`config.mk`:
```
export PLATFORM = sky130hd
export DESIGN_NAME = jedro_decoder
export DESIGN_NICKNAME = d
export VERILOG_FILES = /design/src/source/jedro_pkg.sv /design/src/source/decode_if.sv /design/src/source/instr_field_decode.sv /design/src/source/raw_hazard_detect.sv /design/src/source/decode_ctrl.sv /design/src/source/jedro_decoder.sv
export VERILOG_INCLUDE_DIRS = /design/src /design/src/source
export SDC_FILE = /design/constraint.sdc
export NUM_CORES = 1
export LEC_CHECK = 0
export BUFFER_PORTS_ARGS = -buffer_cell sky130_fd_sc_hd__clkbuf_2
export CAP_MARGIN = 20
export CORE_ASPECT_RATIO = 0.9
export CORE_MARGIN = 4
export CORE_UTILIZATION = 25
export DETAILED_ROUTE_END_ITERATION = 16
export GPL_TIMING_DRIVEN = 0
export PLACE_DENSITY = 0.52
export SYNTH_ARGS = -nofsm -noshare
export SYNTH_HDL_FRONTEND = slang
export SYNTH_HIERARCHICAL = 1
export SYNTH_SLANG_ARGS = --single-unit
```
`constraint.sdc`:
```
create_clock -name clk_i -period 5.12 [get_ports clk_i]
set_input_delay 1.28 -clock clk_i [delete_from_list [all_inputs] [get_ports clk_i]]
set_output_delay 1.28 -clock clk_i [all_outputs]
set_load 0.02 [all_outputs]
```
`src/source/jedro_config.svh`:
```
// Width and reset-value macros for the RV32I decode stage
`ifndef JEDRO_CONFIG_SVH
`define JEDRO_CONFIG_SVH

//////////////////////////////////////////////////
// Datapath widths
//////////////////////////////////////////////////

// Instruction and data word
`define JEDRO_DATA_WIDTH 32

`define JEDRO_REG_ADDR_WIDTH 5   // x0..x31

// Store/load bit plus funct3
`define JEDRO_LSU_CTRL_WIDTH 4

//////////////////////////////////////////////////
// Fixed constants
//////////////////////////////////////////////////

`define JEDRO_PC_RESET 32'h0000_0000   // Buffered address after reset

`endif

```
`src/source/jedro_pkg.sv`:
```
// Shared word, register address, opcode, ALU op, LSU control and FSM state types
`include "jedro_config.svh"

package jedro_pkg;

  typedef logic [`JEDRO_DATA_WIDTH-1:0]     word_t;
  typedef logic [`JEDRO_REG_ADDR_WIDTH-1:0] reg_addr_t;

  //////////////////////////////////////////////////
  // Major opcodes in instruction bits [6:0]
  //////////////////////////////////////////////////
  typedef enum logic [6:0] {
    OPC_LOAD    = 7'b0000011,
    OPC_MISCMEM = 7'b0001111,  // FENCE
    OPC_OPIMM   = 7'b0010011,
    OPC_AUIPC   = 7'b0010111,
    OPC_STORE   = 7'b0100011,
    OPC_OP      = 7'b0110011,
    OPC_LUI     = 7'b0110111,
    // Flagged illegal by this decoder
    OPC_BRANCH  = 7'b1100011,
    OPC_JALR    = 7'b1100111,
    OPC_JAL     = 7'b1101111,
    OPC_SYSTEM  = 7'b1110011
  } opcode_e;

  // Encoded as {instr[30], funct3}
  typedef enum logic [3:0] {
    ALU_ADD  = 4'b0000,
    ALU_SLL  = 4'b0001,
    ALU_SLT  = 4'b0010,
    ALU_SLTU = 4'b0011,
    ALU_XOR  = 4'b0100,
    ALU_SRL  = 4'b0101,
    ALU_OR   = 4'b0110,
    ALU_AND  = 4'b0111,
    ALU_SUB  = 4'b1000,
    ALU_SRA  = 4'b1101
  } alu_op_e;

  typedef struct packed {
    logic                             store_load;  // High for stores (opcode bit 5)
    logic [`JEDRO_LSU_CTRL_WIDTH-2:0] funct3;      // Access width and sign
  } lsu_ctrl_t;

  //////////////////////////////////////////////////
  // Decoder FSM
  //////////////////////////////////////////////////
  typedef enum logic [3:0] {
    ST_OK,
    ST_STALL,
    ST_LSU_CALC_ADDR,        // First store cycle
    ST_LSU_STORE,
    ST_LSU_LOAD_CALC_ADDR,   // First load cycle
    ST_LSU_LOAD,
    ST_LSU_LOAD_WAIT_0,
    ST_LSU_LOAD_WAIT_1,
    ST_LSU_LOAD_WAIT_2,
    ST_ILLEGAL
  } dec_state_e;

endpackage

```
`src/source/decode_if.sv`:
```
// Instruction field and immediate bundle between the field decoder and its users
`timescale 1ns/100ps

interface decode_if;
  import jedro_pkg::*;

  opcode_e   opcode;
  reg_addr_t rd;
  reg_addr_t rs1;
  reg_addr_t rs2;
  logic [2:0] funct3;
  logic      alt_bit;      // instr[30], SUB and SRA select
  logic      shift_legal;  // funct7 fits a shift
  word_t     imm_i;
  word_t     imm_sh;
  word_t     imm_s;
  word_t     imm_u;

  modport src (
    output opcode, rd, rs1, rs2, funct3, alt_bit, shift_legal,
    output imm_i, imm_sh, imm_s, imm_u
  );

  modport dst (
    input opcode, rd, rs1, rs2, funct3, alt_bit, shift_legal,
    input imm_i, imm_sh, imm_s, imm_u
  );

endinterface

```
`src/source/instr_field_decode.sv`:
```
// Instruction field split and I, shift, S and U immediate generation
`timescale 1ns/100ps
`include "jedro_config.svh"

module instr_field_decode (
  input  jedro_pkg::word_t instr_i,
  decode_if.src            dec
);
  import jedro_pkg::*;

  localparam int unsigned XLEN = `JEDRO_DATA_WIDTH;

  logic [6:0] funct7;

  //////////////////////////////////////////////////
  // Register and function fields
  //////////////////////////////////////////////////
  assign dec.opcode  = opcode_e'(instr_i[6:0]);
  assign dec.rd      = instr_i[11:7];
  assign dec.funct3  = instr_i[14:12];
  assign dec.rs1     = instr_i[19:15];
  assign dec.rs2     = instr_i[24:20];
  assign dec.alt_bit = instr_i[30];

  assign funct7 = instr_i[31:25];

  // Only 0000000 and 0100000 are valid shift encodings
  assign dec.shift_legal = (funct7 == 7'b0000000) || (funct7 == 7'b0100000);

  //////////////////////////////////////////////////
  // Immediates
  //////////////////////////////////////////////////

  // I-type from bits [31:20]
  assign dec.imm_i = {{(XLEN-12){instr_i[31]}}, instr_i[31:20]};

  // Shamt sign extended from bit 24
  assign dec.imm_sh = {{(XLEN-5){instr_i[24]}}, instr_i[24:20]};

  // S-type is split around rd
  assign dec.imm_s = {{(XLEN-12){instr_i[31]}}, instr_i[31:25], instr_i[11:7]};

  assign dec.imm_u = {instr_i[31:12], 12'h000};  // Upper 20 bits over a zero low half

endmodule

```
`src/source/raw_hazard_detect.sv`:
```
// Previous destination register tracking and read-after-write hazard detection
`timescale 1ns/100ps

module raw_hazard_detect (
  input  logic  clk_i,
  input  logic  rstn_i,
  input  logic  instr_valid_i,
  decode_if.dst dec,
  output logic  raw_hazard_o
);
  import jedro_pkg::*;

  reg_addr_t prev_rd;    // rd of the instruction seen last clock
  reg_addr_t next_rd;
  logic      reads_rs1;
  logic      reads_rs2;

  // Register use per opcode
  always_comb begin
    next_rd   = '0;
    reads_rs1 = 1'b0;
    reads_rs2 = 1'b0;
    case (dec.opcode)
      OPC_OP: begin
        next_rd   = dec.rd;
        reads_rs1 = 1'b1;
        reads_rs2 = 1'b1;
      end
      OPC_STORE: begin
        reads_rs1 = 1'b1;
        reads_rs2 = 1'b1;
      end
      OPC_OPIMM, OPC_LOAD: begin
        next_rd   = dec.rd;
        reads_rs1 = 1'b1;
      end
      OPC_LUI, OPC_AUIPC: next_rd = dec.rd;
      default: next_rd = '0;
    endcase
    if (!instr_valid_i) begin
      next_rd = '0;  // Nothing gets written
    end
  end

  always_ff @(posedge clk_i) begin
    if (!rstn_i) begin
      prev_rd <= '0;
    end else begin
      prev_rd <= next_rd;
    end
  end

  // x0 never causes a hazard
  assign raw_hazard_o = (prev_rd != '0) &&
                        ((reads_rs1 && (dec.rs1 == prev_rd)) ||
                         (reads_rs2 && (dec.rs2 == prev_rd)));

endmodule

```
`src/source/decode_ctrl.sv`:
```
// Decoder sequencing FSM with registered ALU, register file and LSU controls
`timescale 1ns/100ps
`include "jedro_config.svh"

module decode_ctrl (
  input  logic                  clk_i,
  input  logic                  rstn_i,
  input  logic                  instr_valid_i,
  input  jedro_pkg::word_t      instr_addr_i,
  decode_if.dst                 dec,
  input  logic                  raw_hazard_i,
  output jedro_pkg::word_t      instr_addr_o,
  output logic                  ready_o,
  output logic                  use_pc_o,
  output logic                  illegal_instr_o,
  output jedro_pkg::alu_op_e    alu_sel_o,
  output jedro_pkg::reg_addr_t  alu_dest_addr_o,
  output logic                  alu_wb_o,
  output jedro_pkg::reg_addr_t  rf_addr_a_o,
  output jedro_pkg::reg_addr_t  rf_addr_b_o,
  output logic                  is_imm_o,
  output jedro_pkg::word_t      imm_ext_o,
  output logic                  lsu_ctrl_valid_o,
  output jedro_pkg::lsu_ctrl_t  lsu_ctrl_o,
  output jedro_pkg::reg_addr_t  lsu_regdest_o
);
  import jedro_pkg::*;

  dec_state_e state;
  dec_state_e state_next;

  logic      ready_w;
  logic      use_pc_w;
  logic      illegal_w;
  alu_op_e   alu_sel_w;
  reg_addr_t alu_dest_w;
  logic      alu_wb_w;
  reg_addr_t rf_addr_a_w;
  reg_addr_t rf_addr_b_w;
  logic      op_a_reg_w;    // ALU operand A from the register file
  logic      op_b_reg_w;
  word_t     imm_w;
  logic      lsu_valid_w;
  lsu_ctrl_t lsu_ctrl_w;
  reg_addr_t lsu_dest_w;

  logic hazard_stall;
  logic load_busy;
  logic shift_op;

  assign hazard_stall = raw_hazard_i && (state != ST_STALL);
  // Past the first cycle of a load
  assign load_busy    = state inside {ST_LSU_LOAD_CALC_ADDR, ST_LSU_LOAD,
                                      ST_LSU_LOAD_WAIT_0, ST_LSU_LOAD_WAIT_1};
  assign shift_op     = (dec.funct3[1:0] == 2'b01) && dec.shift_legal;

  //////////////////////////////////////////////////
  // Next state and output decode
  //////////////////////////////////////////////////
  always_comb begin
    state_next  = ST_OK;
    ready_w     = 1'b1;
    use_pc_w    = 1'b0;
    illegal_w   = 1'b0;
    alu_sel_w   = ALU_ADD;
    alu_dest_w  = '0;
    alu_wb_w    = 1'b0;
    rf_addr_a_w = '0;
    rf_addr_b_w = '0;
    op_a_reg_w  = 1'b0;
    op_b_reg_w  = 1'b0;
    imm_w       = '0;
    lsu_valid_w = 1'b0;
    lsu_ctrl_w  = '0;
    lsu_dest_w  = '0;

    case ({instr_valid_i, dec.opcode})
      {1'b1, OPC_OP}: begin
        alu_sel_w   = alu_op_e'({dec.alt_bit, dec.funct3});
        alu_dest_w  = dec.rd;
        rf_addr_a_w = dec.rs1;
        rf_addr_b_w = dec.rs2;
        op_a_reg_w  = 1'b1;
        op_b_reg_w  = 1'b1;
        if (hazard_stall) begin
          state_next = ST_STALL;
          ready_w    = 1'b0;
        end else begin
          alu_wb_w = 1'b1;
        end
      end

      {1'b1, OPC_OPIMM}: begin
        alu_dest_w  = dec.rd;
        rf_addr_a_w = dec.rs1;
        op_a_reg_w  = 1'b1;
        if (shift_op) begin
          alu_sel_w = alu_op_e'({dec.alt_bit, dec.funct3});
          imm_w     = dec.imm_sh;
        end else begin
          alu_sel_w = alu_op_e'({1'b0, dec.funct3});
          imm_w     = dec.imm_i;
        end
        if (hazard_stall) begin
          state_next = ST_STALL;
          ready_w    = 1'b0;
        end else begin
          alu_wb_w = 1'b1;
        end
      end

      {1'b1, OPC_LUI}, {1'b1, OPC_AUIPC}: begin
        use_pc_w   = (dec.opcode == OPC_AUIPC);  // LUI adds to x0
        alu_dest_w = dec.rd;
        op_a_reg_w = 1'b1;
        imm_w      = dec.imm_u;
        alu_wb_w   = 1'b1;
      end

      {1'b1, OPC_STORE}: begin
        rf_addr_a_w = dec.rs1;
        rf_addr_b_w = dec.rs2;
        ready_w     = 1'b0;
        if (hazard_stall && (state != ST_LSU_CALC_ADDR)) begin
          state_next = ST_STALL;
        end else if (state != ST_LSU_CALC_ADDR) begin
          state_next = ST_LSU_CALC_ADDR;  // rs1 + S immediate
          op_a_reg_w = 1'b1;
          imm_w      = dec.imm_s;
        end else begin
          state_next  = ST_LSU_STORE;     // rs2 goes out as store data
          op_b_reg_w  = 1'b1;
          lsu_valid_w = 1'b1;
          lsu_ctrl_w  = '{store_load: 1'b1, funct3: dec.funct3};
          ready_w     = 1'b1;
        end
      end

      {1'b1, OPC_LOAD}: begin
        rf_addr_a_w = dec.rs1;
        lsu_ctrl_w  = '{store_load: 1'b0, funct3: dec.funct3};
        lsu_dest_w  = dec.rd;
        ready_w     = 1'b0;
        if (hazard_stall && !load_busy) begin
          state_next = ST_STALL;
        end else if (!load_busy) begin
          state_next = ST_LSU_LOAD_CALC_ADDR;
          op_a_reg_w = 1'b1;
          imm_w      = dec.imm_i;
        end else if (state == ST_LSU_LOAD_CALC_ADDR) begin
          state_next  = ST_LSU_LOAD;
          lsu_valid_w = 1'b1;  // Request to the LSU
        end else if (state == ST_LSU_LOAD) begin
          state_next = ST_LSU_LOAD_WAIT_0;
        end else if (state == ST_LSU_LOAD_WAIT_0) begin
          state_next = ST_LSU_LOAD_WAIT_1;
        end else begin
          state_next = ST_LSU_LOAD_WAIT_2;
          ready_w    = 1'b1;
        end
      end

      {1'b1, OPC_MISCMEM}: state_next = ST_OK;  // FENCE has nothing to order here

      // Invalid fetch, branches, jumps, SYSTEM and unknown opcodes
      default: begin
        illegal_w  = 1'b1;
        state_next = ST_ILLEGAL;
      end
    endcase
  end

  //////////////////////////////////////////////////
  // Output register stage
  //////////////////////////////////////////////////
  always_ff @(posedge clk_i) begin
    if (!rstn_i) begin
      state            <= ST_OK;
      instr_addr_o     <= `JEDRO_PC_RESET;
      ready_o          <= 1'b1;
      use_pc_o         <= 1'b0;
      illegal_instr_o  <= 1'b0;
      alu_sel_o        <= ALU_ADD;
      alu_dest_addr_o  <= '0;
      alu_wb_o         <= 1'b0;
      rf_addr_a_o      <= '0;
      rf_addr_b_o      <= '0;
      is_imm_o         <= 1'b0;
      imm_ext_o        <= '0;
      lsu_ctrl_valid_o <= 1'b0;
      lsu_ctrl_o       <= '0;
      lsu_regdest_o    <= '0;
    end else begin
      state            <= state_next;
      instr_addr_o     <= instr_addr_i;
      ready_o          <= ready_w;
      use_pc_o         <= use_pc_w;
      illegal_instr_o  <= illegal_w;
      alu_sel_o        <= alu_sel_w;
      alu_dest_addr_o  <= alu_dest_w;
      alu_wb_o         <= alu_wb_w;
      rf_addr_a_o      <= rf_addr_a_w;
      rf_addr_b_o      <= rf_addr_b_w;
      is_imm_o         <= ~(op_a_reg_w & op_b_reg_w);
      imm_ext_o        <= imm_w;
      lsu_ctrl_valid_o <= lsu_valid_w;
      lsu_ctrl_o       <= lsu_ctrl_w;
      lsu_regdest_o    <= lsu_dest_w;
    end
  end

endmodule

```
`src/source/jedro_decoder.sv`:
```
// RV32I decode stage top level with field decoder, hazard unit and control FSM
`timescale 1ns/100ps

module jedro_decoder (
  input  logic                  clk_i,
  input  logic                  rstn_i,

  // Fetch side
  input  jedro_pkg::word_t      instr_i,
  input  jedro_pkg::word_t      instr_addr_i,
  input  logic                  instr_valid_i,
  output jedro_pkg::word_t      instr_addr_o,
  output logic                  ready_o,        // Takes a new instruction next cycle
  output logic                  use_pc_o,
  output logic                  illegal_instr_o,

  // ALU and register file
  output jedro_pkg::alu_op_e    alu_sel_o,
  output jedro_pkg::reg_addr_t  alu_dest_addr_o,
  output logic                  alu_wb_o,
  output jedro_pkg::reg_addr_t  rf_addr_a_o,
  output jedro_pkg::reg_addr_t  rf_addr_b_o,
  output logic                  is_imm_o,
  output jedro_pkg::word_t      imm_ext_o,

  // LSU
  output logic                  lsu_ctrl_valid_o,
  output jedro_pkg::lsu_ctrl_t  lsu_ctrl_o,
  output jedro_pkg::reg_addr_t  lsu_regdest_o
);

  logic raw_hazard;

  decode_if dec_bus ();

  instr_field_decode field_dec0 (
    .instr_i (instr_i),
    .dec     (dec_bus.src)
  );

  raw_hazard_detect hazard0 (
    .clk_i         (clk_i),
    .rstn_i        (rstn_i),
    .instr_valid_i (instr_valid_i),
    .dec           (dec_bus.dst),
    .raw_hazard_o  (raw_hazard)
  );

  // All outputs are registered inside the FSM
  decode_ctrl ctrl0 (
    .clk_i            (clk_i),
    .rstn_i           (rstn_i),
    .instr_valid_i    (instr_valid_i),
    .instr_addr_i     (instr_addr_i),
    .dec              (dec_bus.dst),
    .raw_hazard_i     (raw_hazard),
    .instr_addr_o     (instr_addr_o),
    .ready_o          (ready_o),
    .use_pc_o         (use_pc_o),
    .illegal_instr_o  (illegal_instr_o),
    .alu_sel_o        (alu_sel_o),
    .alu_dest_addr_o  (alu_dest_addr_o),
    .alu_wb_o         (alu_wb_o),
    .rf_addr_a_o      (rf_addr_a_o),
    .rf_addr_b_o      (rf_addr_b_o),
    .is_imm_o         (is_imm_o),
    .imm_ext_o        (imm_ext_o),
    .lsu_ctrl_valid_o (lsu_ctrl_valid_o),
    .lsu_ctrl_o       (lsu_ctrl_o),
    .lsu_regdest_o    (lsu_regdest_o)
  );

endmodule

```
==> results of run 1 <==
worst min-delay path, delay by kind of cell, from the launching register on:
kind                   cells  cell delay, ns
AO/OA/AOI/OAI              1            0.07
buffers and inverters      1            0.13
flip-flops                 1            0.31
AND/OR/NAND/NOR            1            0.09
metal layers:
metal	GRT usage	wire length, um
met4	0.0348	242
met3	0.0402	1390
met2	0.228	8340
met1	0.190	8450
met5	0	0
final cells by class:
| class | instances | area, um^2 |
|---|---|---|
| buffer | 203 | 1440 |
| clock buffer | 9 | 225 |
| clock inverter | 7 | 88.8 |
| fill | 2465 | 15500 |
| inverter | 2 | 21.3 |
| multi-input combinational | 349 | 2250 |
| sequential | 107 | 2140 |
| tap | 297 | 372 |
| timing repair buffer | 138 | 691 |
per-stage QoR:
step                      std cells  area (um^2)  utilization  setup WS [ns]  hold slack, ns
after global routing           1112         7240        0.319          0.972           0.703
after global placement         1096         6920        0.305          0.865           0.635
after detailed placement       1096         6920        0.305          0.876           0.631
final                          1112         7240        0.319           1.21           0.636
after CTS                      1112         7240        0.319           1.25           0.643
after floorplan                 661         5860            -           1.82           0.574
state kept, by name, summed over array words and instances (netlist names):
name,count
ctrl0/lsu_regdest_o,5
ctrl0/alu_wb_o,1
ctrl0/illegal_instr_o,1
hazard0/prev_rd,5
ctrl0/rf_addr_b_o,5
ctrl0/ready_o,1
ctrl0/instr_addr_o,32
ctrl0/imm_ext_o,32
ctrl0/is_imm_o,1
ctrl0/lsu_ctrl_o,4
ctrl0/use_pc_o,1
ctrl0/state,4
ctrl0/rf_addr_a_o,5
ctrl0/alu_dest_addr_o,5
ctrl0/alu_sel_o,4
ctrl0/lsu_ctrl_valid_o,1
kinds of logic after synthesis:
family                    synth area share
AOI/OAI and AO/OA                    0.116
xor gates and xnor gates            0.0166
buffers and inverters                0.252
DFF                                  0.368
muxes                              0.00194
other                             0.000645
and+or+nand+nor                      0.245
power breakdown:
group	switching [mW]	total [mW]	internal, mW
combinational	0.116	0.248	0.132
sequential	0.00470	0.852	0.847
clock	0.393	0.749	0.356
placed cells by master (no fill, tap or decap), types with 2 or more instances in the layout:
master / Yosys / routed
xnor2_1: 4 / 4
and4b_1: 8 / 8
nor2b_1: 27 / 27
buf_6: 8 / 8
and3_1: 28 / 28
clkbuf_16: 0 / 9
o2111a_1: 2 / 2
nand2b_1: 2 / 2
nand2_1: 29 / 29
o21ai_0: 11 / 11
clkbuf_2: 0 / 138
buf_4: 157 / 157
clkbuf_1: 25 / 25
a21oi_1: 3 / 3
dlygate4sd1_1: 4 / 4
inv_8: 0 / 2
buf_2: 9 / 9
dfxtp_1: 107 / 107
nand3_1: 37 / 37
nor2_1: 10 / 10
nor3_1: 3 / 3
nand4_1: 32 / 32
a32o_1: 24 / 24
a31oi_1: 32 / 32
conb_1: 1 / 12
and2_1: 48 / 48
xor2_1: 7 / 7
clkinv_8: 0 / 2
final timing paths:
check | slack [ns] | from | cells past startpoint | endpoint
max reg2reg | 2.22 | hazard0/prev_rd[3]$_SDFF_PN0_ | 8 | ctrl0/imm_ext_o[10]$_SDFF_PN0_
max | 1.21 | instr_i[31] | 9 | ctrl0/imm_ext_o[5]$_SDFF_PN0_
min reg2reg | 0.64 | ctrl0/state[1]$_SDFF_PN0_ | 3 | ctrl0/state[3]$_SDFF_PN0_
min | 0.64 | ctrl0/state[1]$_SDFF_PN0_ | 3 | ctrl0/state[3]$_SDFF_PN0_
synthesized netlist by cell type (all sizes together), types with 2 or more instances:
cell and n:
a21oi 3, nand3 37, a31oi 32, and4b 8, nor2b 27, or3b 2
buf 174, nor2 10, nor3 4, dlygate4sd1 4, xnor2 4, or4b 2
xor2 7, clkbuf 25, o2111a 2, dfxtp 107, nand2b 2, o21ai 12
and3 28, nand4 32, or4 2, a32o 24, and2 49, nand2 29
==> flow_metrics.py, run 1 <==
metrics = {
    "timing": {
        "report.final.hold_viol_count": 0,
        "timing_worst_slew_pin_value_ns": 0.882,
        "layout_min_cycle_time_ns": 3.91,
        "timing.clock.skew_ns": 0.00839,
        "setup_total_negative_slack_ns": 0,
        "max_freq_mhz": 256,
        "fin_crit_sh": 0.764,
        "report.final.setup_viol": 0,
        "relSlewSlack": 0.411,
        "unrepaired_setup_endpoints_after_global_routing": "false",
        "final_max_slew_viol_count": 0,
    },
    "route": {
        "drc": 0,
        "detail_route.wirelength_mm": 18.4,
        "ant_nets": 0,
        "num_vias": 4787,
        "first_iter_violations": 231,
        "viasPerCell": 4.30,
        "wl_per_cell_um": 16.6,
        "drt_first_pass_iters": 4,
    },
    "synth": {
        "synth_flop_cell": "dfxtp_1",
        "ys_types": 56,
        "post_synth_inst_count": 650,
        "avgSynthCellArea_um2": 8.95,
        "synth-seq-cells": 107,
        "synth_enable_flop_cells": 0,
        "synth_seq_area_share": 0.368,
        "synthDominantCellAreaShare": 0.368,
        "number_of_synthesis_warnings": 6,
        "synth.largest_area_cell": "dfxtp_1",
        "postSynth.asyncResetShare": 0,
        "post_synth_main_area_contributors": "dfxtp_1, buf_4, and2_1, a32o_1, a31oi_1",
        "syn_area_um2": 5820,
    },
    "cells_and_area": {
        "area_delta_synth_final_pct": 24.4,
        "diodes": 0,
        "share_of_post_route_cells_with_drive_strength_above_1": 0.421,
        "layout.nets": 877,
    },
    "floorplan": {
        "initial_utilization": 0.256,
        "floorplan.core_area_um2": 22700,
        "die-area_um2": 25800,
        "num_io_pins": 165,
        "die_height_um": 153,
        "floorplan.rows": 52,
        "floorplan.die.width_um": 169,
    },
    "setup_path": {
        "setup.worst_path.class": "in2reg",
        "critical_path.n_buffers_inverters": 3,
        "critPathTopFamily": "buffers and inverters",
        "cpPeakStageDelay_ns": 0.68,
        "setup.worst_path.start_class": "input port",
        "worstSetupEndpointType": "flop",
        "critical-path-top-cell-by-count": "clkbuf_1",
        "crit_path_top_delay_cell": "or4_1",
        "ordered_list_of_cells_on_the_worst_path": "clkbuf_2 -> or4_1 -> nor3_2 -> and3b_1 -> clkbuf_1 -> clkbuf_1 -> a32o_1 -> nand2_1 -> a31oi_1",
        "worst-endpoint-required_ns": 5.38,
        "worst-endpoint-arrival_ns": 4.17,
        "critPathMaxFanout": 44,
    },
    "power_and_ir_drop": {
        "power.leakage_nw": 3.25,
        "total_power_mw": 1.85,
        "powerDensity_nw_per_um2": 256,
        "power.ir.vdd_worst_mv": 0.153,
    },
    "global_routing": {
        "largest_net_degree_at_the_start_of_global_routing": 45,
        "grt_first_pass_wirelength_mm": 28.5,
        "grt_antenna_before_repair": 0,
        "globalRoute.totalOverflow": 0,
        "globalRouteTotalUtil": 0.142,
        "grt_pass1_vias": 4730,
    },
    "placed_design": {
        "globalplace.congestion": 0.814,
        "portBuffers": 138,
        "dp_hpwl_mm": 14.0,
    },
    "clocking": {
        "postCtsHoldBufs": 0,
        "clock_tree.root_cell": "clkbuf_16",
        "clock_sink_count": 107,
        "post_cts_resize_count": 0,
        "clkTransAtPathRegs_ns": 0.08,
        "cts_setup_buffers": 0,
        "clockBufferDepth": 2,
        "cts_tree": "built",
        "clock_insertion_delay_worst_skew_ns": 0.37,
        "h-tree-depth": 3,
        "cts_buffers": 9,
    },
    "min_path": {
        "hp-class": "reg2reg",
    },
    "outcome": {
        "run_status": "finished, final reports clean",
    },
    "flow_run": {
        "drv_cap": 0,
    },
}
No activity file was read; power rests on OpenSTA's default activity.
==> inputs of run 2 (changes only) <==
--- a/config.mk
+++ b/config.mk
@@ -6,6 +6,7 @@
 export SDC_FILE = /design/constraint.sdc
 export NUM_CORES = 1
 export LEC_CHECK = 0
+export ABC_AREA = 1
 export BUFFER_PORTS_ARGS = -buffer_cell sky130_fd_sc_hd__clkbuf_2
 export CAP_MARGIN = 20
 export CORE_ASPECT_RATIO = 0.9
@@ -13,7 +14,7 @@
 export CORE_UTILIZATION = 25
 export DETAILED_ROUTE_END_ITERATION = 16
 export GPL_TIMING_DRIVEN = 0
-export PLACE_DENSITY = 0.52
+export PLACE_DENSITY = 0.54
 export SYNTH_ARGS = -nofsm -noshare
 export SYNTH_HDL_FRONTEND = slang
 export SYNTH_HIERARCHICAL = 1
==> constraint.sdc (replaced) <==
create_clock -name clk_i -period 3.3 [get_ports clk_i]
set_input_delay 0.825 -clock clk_i [delete_from_list [all_inputs] [get_ports clk_i]]
set_output_delay 0.825 -clock clk_i [all_outputs]
set_load 0.02 [all_outputs]
==> flow_metrics.py, run 2 <==
metrics = {
    "timing": {
        "postLayoutSetupSlackWorst_ns": 0.819,
        "fin_crit_sh": 0.752,
        "final_max_slew_viol_count": 0,
        "report.final.hold_viol_count": 0,
        "setup_total_negative_slack_ns": 0,
        "unrepaired_setup_endpoints_after_global_routing": "false",
        "report.final.setup_viol": 0,
        "timing.clock.skew_ns": 0.00855,
        "timing_worst_slew_pin_value_ns": 0.887,
        "max_freq_mhz": 403,
        "relSlewSlack": 0.409,
        "layout_min_cycle_time_ns": 2.48,
    },
    "synth": {
        "postSynth.asyncResetShare": 0,
        "synth-seq-cells": 107,
        "synth_seq_area_share": 0.370,
        "synth_top_cells_by_count": "buf_4, nand2_1, dfxtp_1, nor2_1, inv_1",
        "avgSynthCellArea_um2": 7.20,
        "synth_enable_flop_cells": 0,
        "synthMostInstantiatedCell": "buf_4",
        "post_synth_inst_count": 805,
        "post_synth_main_area_contributors": "dfxtp_1, buf_4, nand2_1, nor2_1, nand3_1",
        "number_of_synthesis_warnings": 6,
        "synth.largest_area_cell": "dfxtp_1",
        "ys_types": 31,
        "syn_area_um2": 5790,
        "synthDominantCellAreaShare": 0.370,
        "synth_flop_cell": "dfxtp_1",
    },
    "global_routing": {
        "globalRouteTotalUtil": 0.132,
        "grt_antenna_before_repair": 0,
        "grt_pass1_vias": 4689,
        "globalRoute.totalOverflow": 0,
        "grt_first_pass_wirelength_mm": 26.4,
        "largest_net_degree_at_the_start_of_global_routing": 45,
    },
    "floorplan": {
        "num_io_pins": 165,
        "die-area_um2": 25700,
        "die_height_um": 152,
        "floorplan.die.width_um": 168,
        "floorplan.core_area_um2": 22600,
        "initial_utilization": 0.256,
        "floorplan.rows": 52,
    },
    "route": {
        "wl_per_cell_um": 13.2,
        "first_iter_violations": 203,
        "num_vias": 4821,
        "drc": 0,
        "drt_first_pass_iters": 4,
        "detail_route.wirelength_mm": 16.7,
        "ant_nets": 0,
        "viasPerCell": 3.81,
    },
    "outcome": {
        "run_status": "finished, final reports clean",
    },
    "cells_and_area": {
        "final_util": 0.317,
        "finalInstanceArea_um2": 7190,
        "share_of_post_route_cells_with_drive_strength_above_1": 0.375,
        "layout_commonest_cell": "buf_4",
        "diodes": 0,
        "area_delta_synth_final_pct": 24.0,
        "top_regs": "ctrl0/imm_ext_o: 32 flops, ctrl0/instr_addr_o: 32 flops",
        "most-common-layout-cells": "buf_4, nand2_1, clkbuf_2",
        "finish.cell_count_without_fillers": 1266,
        "layout.nets": 1032,
    },
    "setup_path": {
        "worst-endpoint-required_ns": 3.59,
        "critPathMaxFanout": 44,
        "worst-endpoint-arrival_ns": 2.77,
        "setup.worst_path.start_class": "input port",
        "worstSetupEndpointType": "flop",
        "ff2ff_setup_slack_ns": 1.16,
        "setup.worst_path.class": "in2reg",
    },
    "power_and_ir_drop": {
        "net-switching-power_mw": 0.693,
        "share_clk_of_total_power": 0.390,
        "powerDensity_nw_per_um2": 378,
        "combPwrFrac": 0.123,
        "power.ir.vdd_worst_mv": 0.198,
        "part_of_the_power_in_registers": 0.487,
        "internal_power_mw": 2.02,
        "net_switching_fraction_of_the_power": 0.255,
        "power.leakage_nw": 3.85,
    },
    "clocking": {
        "clock_sink_count": 107,
        "clock_tree.root_cell": "clkbuf_16",
        "h-tree-depth": 3,
        "clkTransAtPathRegs_ns": 0.08,
        "clock_insertion_delay_worst_skew_ns": 0.36,
        "cts_tree": "built",
        "clockBufferDepth": 2,
        "post_cts_resize_count": 0,
        "cts_setup_buffers": 0,
        "cts_buffers": 9,
        "postCtsHoldBufs": 0,
    },
    "placed_design": {
        "dp_hpwl_mm": 13.1,
        "globalplace.congestion": 0.826,
        "preCtsSetupSlack_ns": 0.425,
        "portBuffers": 138,
        "placed_cells": 1251,
        "dpl-instance-area_um2": 6900,
    },
    "flow_run": {
        "drv_cap": 0,
    },
    "min_path": {
        "hp-class": "reg2reg",
    },
}
## run 2: worst paths after layout
kind | from | endpoint | cells past startpoint
hold / removal | ctrl0/state[0]$_SDFF_PN0_ | ctrl0/lsu_ctrl_valid_o$_SDFF_PN0_ | 3
hold reg to reg | ctrl0/state[0]$_SDFF_PN0_ | ctrl0/lsu_ctrl_valid_o$_SDFF_PN0_ | 3
setup / recovery | instr_i[31] | ctrl0/imm_ext_o[17]$_SDFF_PN0_ | 13
setup reg to reg | hazard0/prev_rd[1]$_SDFF_PN0_ | ctrl0/imm_ext_o[1]$_SDFF_PN0_ | 14
## run 2: cell type report
cell class	count	area (um^2)
Timing Repair Buffer	138	691
Buffer	180	1330
Clock inverter	6	62.6
Multi-Input combinational cell	435	2010
Sequential cell	107	2140
Tap cell	297	372
Clock buffer	9	225
Inverter	94	353
Fill cell	2513	15500
## run 2: kinds of logic (layout without fill, tap and decap cells)
kind of cell | after synthesis | count (layout) | synth area share
AOI/OAI and AO/OA | 45 | 45 | 0.0544
xor gates and xnor gates | 2 | 2 | 0.00302
buffers and inverters | 274 | 427 | 0.291
DFF | 107 | 107 | 0.370
other | 1 | 12 | 0.000647
and+or+nand+nor | 376 | 376 | 0.282
## run 2: power by group through the flow
| stage | registers (mW) | clock network, mW | logic (mW) |
|---|---|---|---|
| 3_5_place_dp | 1.35 | 0 | 0.338 |
| 4_1_cts | 1.32 | 1.12 | 0.338 |
| 6_report | 1.32 | 1.06 | 0.335 |
| 2_1_floorplan | 1.38 | 0 | 0.215 |
| 3_3_place_gp | 1.35 | 0 | 0.335 |
| 5_1_grt | 1.33 | 1.16 | 0.371 |
## run 2: per-stage QoR
stage	total power [mW]	hold WS (ns)
after floorplan	1.60	0.537
after global routing	2.86	0.623
after CTS	2.78	0.580
after global placement	1.69	0.573
final	2.71	0.577
after detailed placement	1.69	0.573
## run 2: critical path: stages
cell and delay [ns]:
clkbuf_2 0.48, nor2_1 0.23, nand2_1 0.07, nor2_1 0.11, nand3_1 0.11, inv_1 0.07, nand3_1 0.07, inv_1 0.16
buf_2 0.27, nand2_1 0.07, nand3_1 0.14, nor2_1 0.05, nor2_1 0.09
## run 2: routing by layer
| metal | routed length, um | share of wire | global-route usage | vias up |
|---|---|---|---|---|
| met5 | 0 | 0 | 0 | - |
| met4 | 255 | 0.015 | 0.0371 | 0 |
| met3 | 1100 | 0.066 | 0.0402 | 10 |
| met2 | 7740 | 0.46 | 0.211 | 104 |
| met1 | 7580 | 0.45 | 0.173 | 2099 |
| li1 | - | - | - | 2608 |
==> inputs of run 3 (changes only) <==
--- a/config.mk
+++ b/config.mk
@@ -14,7 +14,7 @@
 export CORE_UTILIZATION = 25
 export DETAILED_ROUTE_END_ITERATION = 16
 export GPL_TIMING_DRIVEN = 0
-export PLACE_DENSITY = 0.54
+export PLACE_DENSITY = 0.52
 export SYNTH_ARGS = -nofsm -noshare
 export SYNTH_HDL_FRONTEND = slang
 export SYNTH_HIERARCHICAL = 1
==> constraint.sdc (replaced) <==
create_clock -name clk_i -period 2.58 [get_ports clk_i]
set_input_delay 0.645 -clock clk_i [delete_from_list [all_inputs] [get_ports clk_i]]
set_output_delay 0.645 -clock clk_i [all_outputs]
set_load 0.02 [all_outputs]
==> flow_metrics.py, run 3 (synthesized netlist as in run 2, its figures left out) <==
metrics = {
    "cells_and_area": {
        "multi_input_comb_area_um2": 2010,
        "diodes": 0,
        "area_delta_synth_final_pct": 24.7,
        "layout.area.seq_um2": 2140,
        "most-common-layout-cells": "buf_4, nand2_1, clkbuf_2",
        "share_of_post_route_cells_with_drive_strength_above_1": 0.375,
        "layout.nets": 1032,
        "layout_commonest_cell": "buf_4",
        "final_util": 0.319,
        "finalInstanceArea_um2": 7230,
        "num-fill-cells": 2511,
        "top_regs": "ctrl0/imm_ext_o: 32 flops, ctrl0/instr_addr_o: 32 flops",
    },
    "placed_design": {
        "dpl-instance-area_um2": 6900,
        "portBuffers": 138,
        "preCtsSetupSlack_ns": -0.165,
        "dp_hpwl_mm": 13.1,
        "globalplace.congestion": 0.807,
    },
    "setup_path": {
        "setup.worst_path.start_class": "input port",
        "critPathTopFamily": "simple AND/OR/NAND/NOR gates",
        "critical_path.n_buffers_inverters": 2,
        "ordered_list_of_cells_on_the_worst_path": "buf_4 -> nor2_2 -> nand2_1 -> nor2_1 -> nand2_1 -> nor2_1 -> nor2_1 -> nor2_1 -> nand2_1 -> nand3_2 -> buf_4 -> a21boi_1 -> nor2_1 -> nor2_1",
        "path_depth": 14,
        "worst-endpoint-required_ns": 2.80,
        "setup.worst_path.class": "in2reg",
        "cpPeakStageDelay_ns": 0.31,
        "number_of_cell_instances_on_the_worst_register_to_register_path": 14,
        "critPathMaxFanout": 10,
        "worstSetupEndpointType": "flop",
        "critical-path-top-cell-by-count": "nor2_1",
        "crit_path_top_delay_cell": "nor2_1",
        "worst-endpoint-arrival_ns": 2.44,
    },
    "power_and_ir_drop": {
        "net-switching-power_mw": 0.911,
        "net_switching_fraction_of_the_power": 0.252,
        "power.ir.vdd_worst_mv": 0.256,
        "powerDensity_nw_per_um2": 500,
        "share_clk_of_total_power": 0.414,
        "combPwrFrac": 0.118,
        "part_of_the_power_in_registers": 0.468,
        "internal_power_mw": 2.70,
        "power.leakage_nw": 3.87,
    },
    "clocking": {
        "clock_insertion_delay_worst_skew_ns": 0.36,
        "clock_sink_count": 107,
        "cts_setup_buffers": 0,
        "clockBufferDepth": 2,
        "h-tree-depth": 3,
        "cts_tree": "built",
        "clock_tree.root_cell": "clkbuf_16",
        "cts_buffers": 9,
        "clkTransAtPathRegs_ns": 0.08,
    },
    "route": {
        "drt_first_pass_iters": 4,
        "detail_route.wirelength_mm": 16.6,
        "drc": 0,
        "wl_per_cell_um": 13.1,
        "ant_nets": 0,
        "num_vias": 4757,
        "first_iter_violations": 195,
        "viasPerCell": 3.75,
    },
    "flow_run": {
        "drv_cap": 0,
    },
    "timing": {
        "unrepaired_setup_endpoints_after_global_routing": "false",
        "layout_min_cycle_time_ns": 2.22,
        "report.final.hold_viol_count": 0,
        "timing.clock.skew_ns": 0.0142,
        "max_freq_mhz": 451,
        "report.final.setup_viol": 0,
        "postLayoutSetupSlackWorst_ns": 0.360,
        "fin_crit_sh": 0.860,
        "timing_worst_slew_pin_value_ns": 0.815,
        "final_max_slew_viol_count": 0,
        "relSlewSlack": 0.457,
    },
    "global_routing": {
        "globalRouteTotalUtil": 0.134,
        "grt_antenna_before_repair": 0,
        "largest_net_degree_at_the_start_of_global_routing": 45,
        "grt_pass1_vias": 4787,
        "grt_first_pass_wirelength_mm": 26.8,
        "globalRoute.totalOverflow": 0,
    },
    "floorplan": {
        "num_io_pins": 165,
        "floorplan.die.width_um": 168,
        "die_height_um": 152,
        "floorplan.core_area_um2": 22600,
        "floorplan.rows": 52,
        "die-area_um2": 25700,
        "initial_utilization": 0.256,
    },
    "outcome": {
        "run_status": "finished, final reports clean",
    },
    "min_path": {
        "whs_path_depth": 3,
        "hp-class": "in2reg",
    },
}
==> run 3: cell types whose count changed in the layout (fill, tap and decap cells not counted), sizes merged <==
cell and delta:
bufinv +1, clkinvlp -2, inv +2, buf +1
clkbuf -1
==> run 3: cell type report <==
cell class	count	area share
well taps	297	0.0514
clock buffers	9	0.0312
inverters	94	0.0488
flip-flops and latches	107	0.296
plain buffers	180	0.184
multi-input cells	435	0.278
clock inverters	7	0.0142
repair buffers	138	0.0956
==> run 3: metrics by stage <==
step / hold slack, ns / total power [mW] / TNS [ns] / std cells
3_3_place_gp: 0.573 / 2.16 / -2.63 / 1251
5_1_grt: 0.434 / 3.80 / 0 / 1267
4_1_cts: 0.435 / 3.70 / 0 / 1267
2_1_floorplan: 0.537 / 2.05 / 0 / 816
3_5_place_dp: 0.568 / 2.16 / -2.85 / 1251
6_report: 0.457 / 3.61 / 0 / 1267
==> run 3: power by group through the flow <==
stage                     clock (mW)  combinational (mW)  sequential (mW)
after global routing            1.63               0.472             1.70
after floorplan                    0               0.275             1.77
final                           1.49               0.426             1.69
after global placement             0               0.427             1.73
after CTS                       1.57               0.432             1.69
after detailed placement           0               0.431             1.73
==> run 3: worst reg2reg max path, stage by stage, from the launching register on <==
cell      delay [ns]
dfxtp_1         0.38
inv_2           0.06
nand2_1         0.05
nand2_1         0.05
nor2_1          0.13
nand2_1         0.06
nor2_1          0.08
nor2_1          0.05
nor2_1          0.31
nand2_1         0.19
nand3_2         0.18
buf_4           0.20
a21boi_1        0.07
nor2_1          0.15
nor2_1          0.06
==> run 3: metal layers <==
metal	track usage	vias to the layer above	routed length (um)
met5	0	-	0
met4	0.0386	0	265
met3	0.0314	16	902
met2	0.214	98	7600
met1	0.181	2039	7870
li1	-	2604	-
==> run 3: final timing paths <==
kind | from | end | slack, ns
setup reg to reg | hazard0/prev_rd[3]$_SDFF_PN0_ | ctrl0/imm_ext_o[1]$_SDFF_PN0_ | 0.41
setup / recovery | instr_i[3] | ctrl0/imm_ext_o[1]$_SDFF_PN0_ | 0.36
hold reg to reg | ctrl0/state[0]$_SDFF_PN0_ | ctrl0/lsu_ctrl_valid_o$_SDFF_PN0_ | 0.57
hold / removal | instr_addr_i[31] | ctrl0/instr_addr_o[31]$_SDFF_PN0_ | 0.46
==> run 3: what timing repair did <==
item,in CTS,in global routing
gates resized for setup,0,1
setup endpoints to repair,0,8
hold buffers,0,0
hold endpoints to repair,0,0
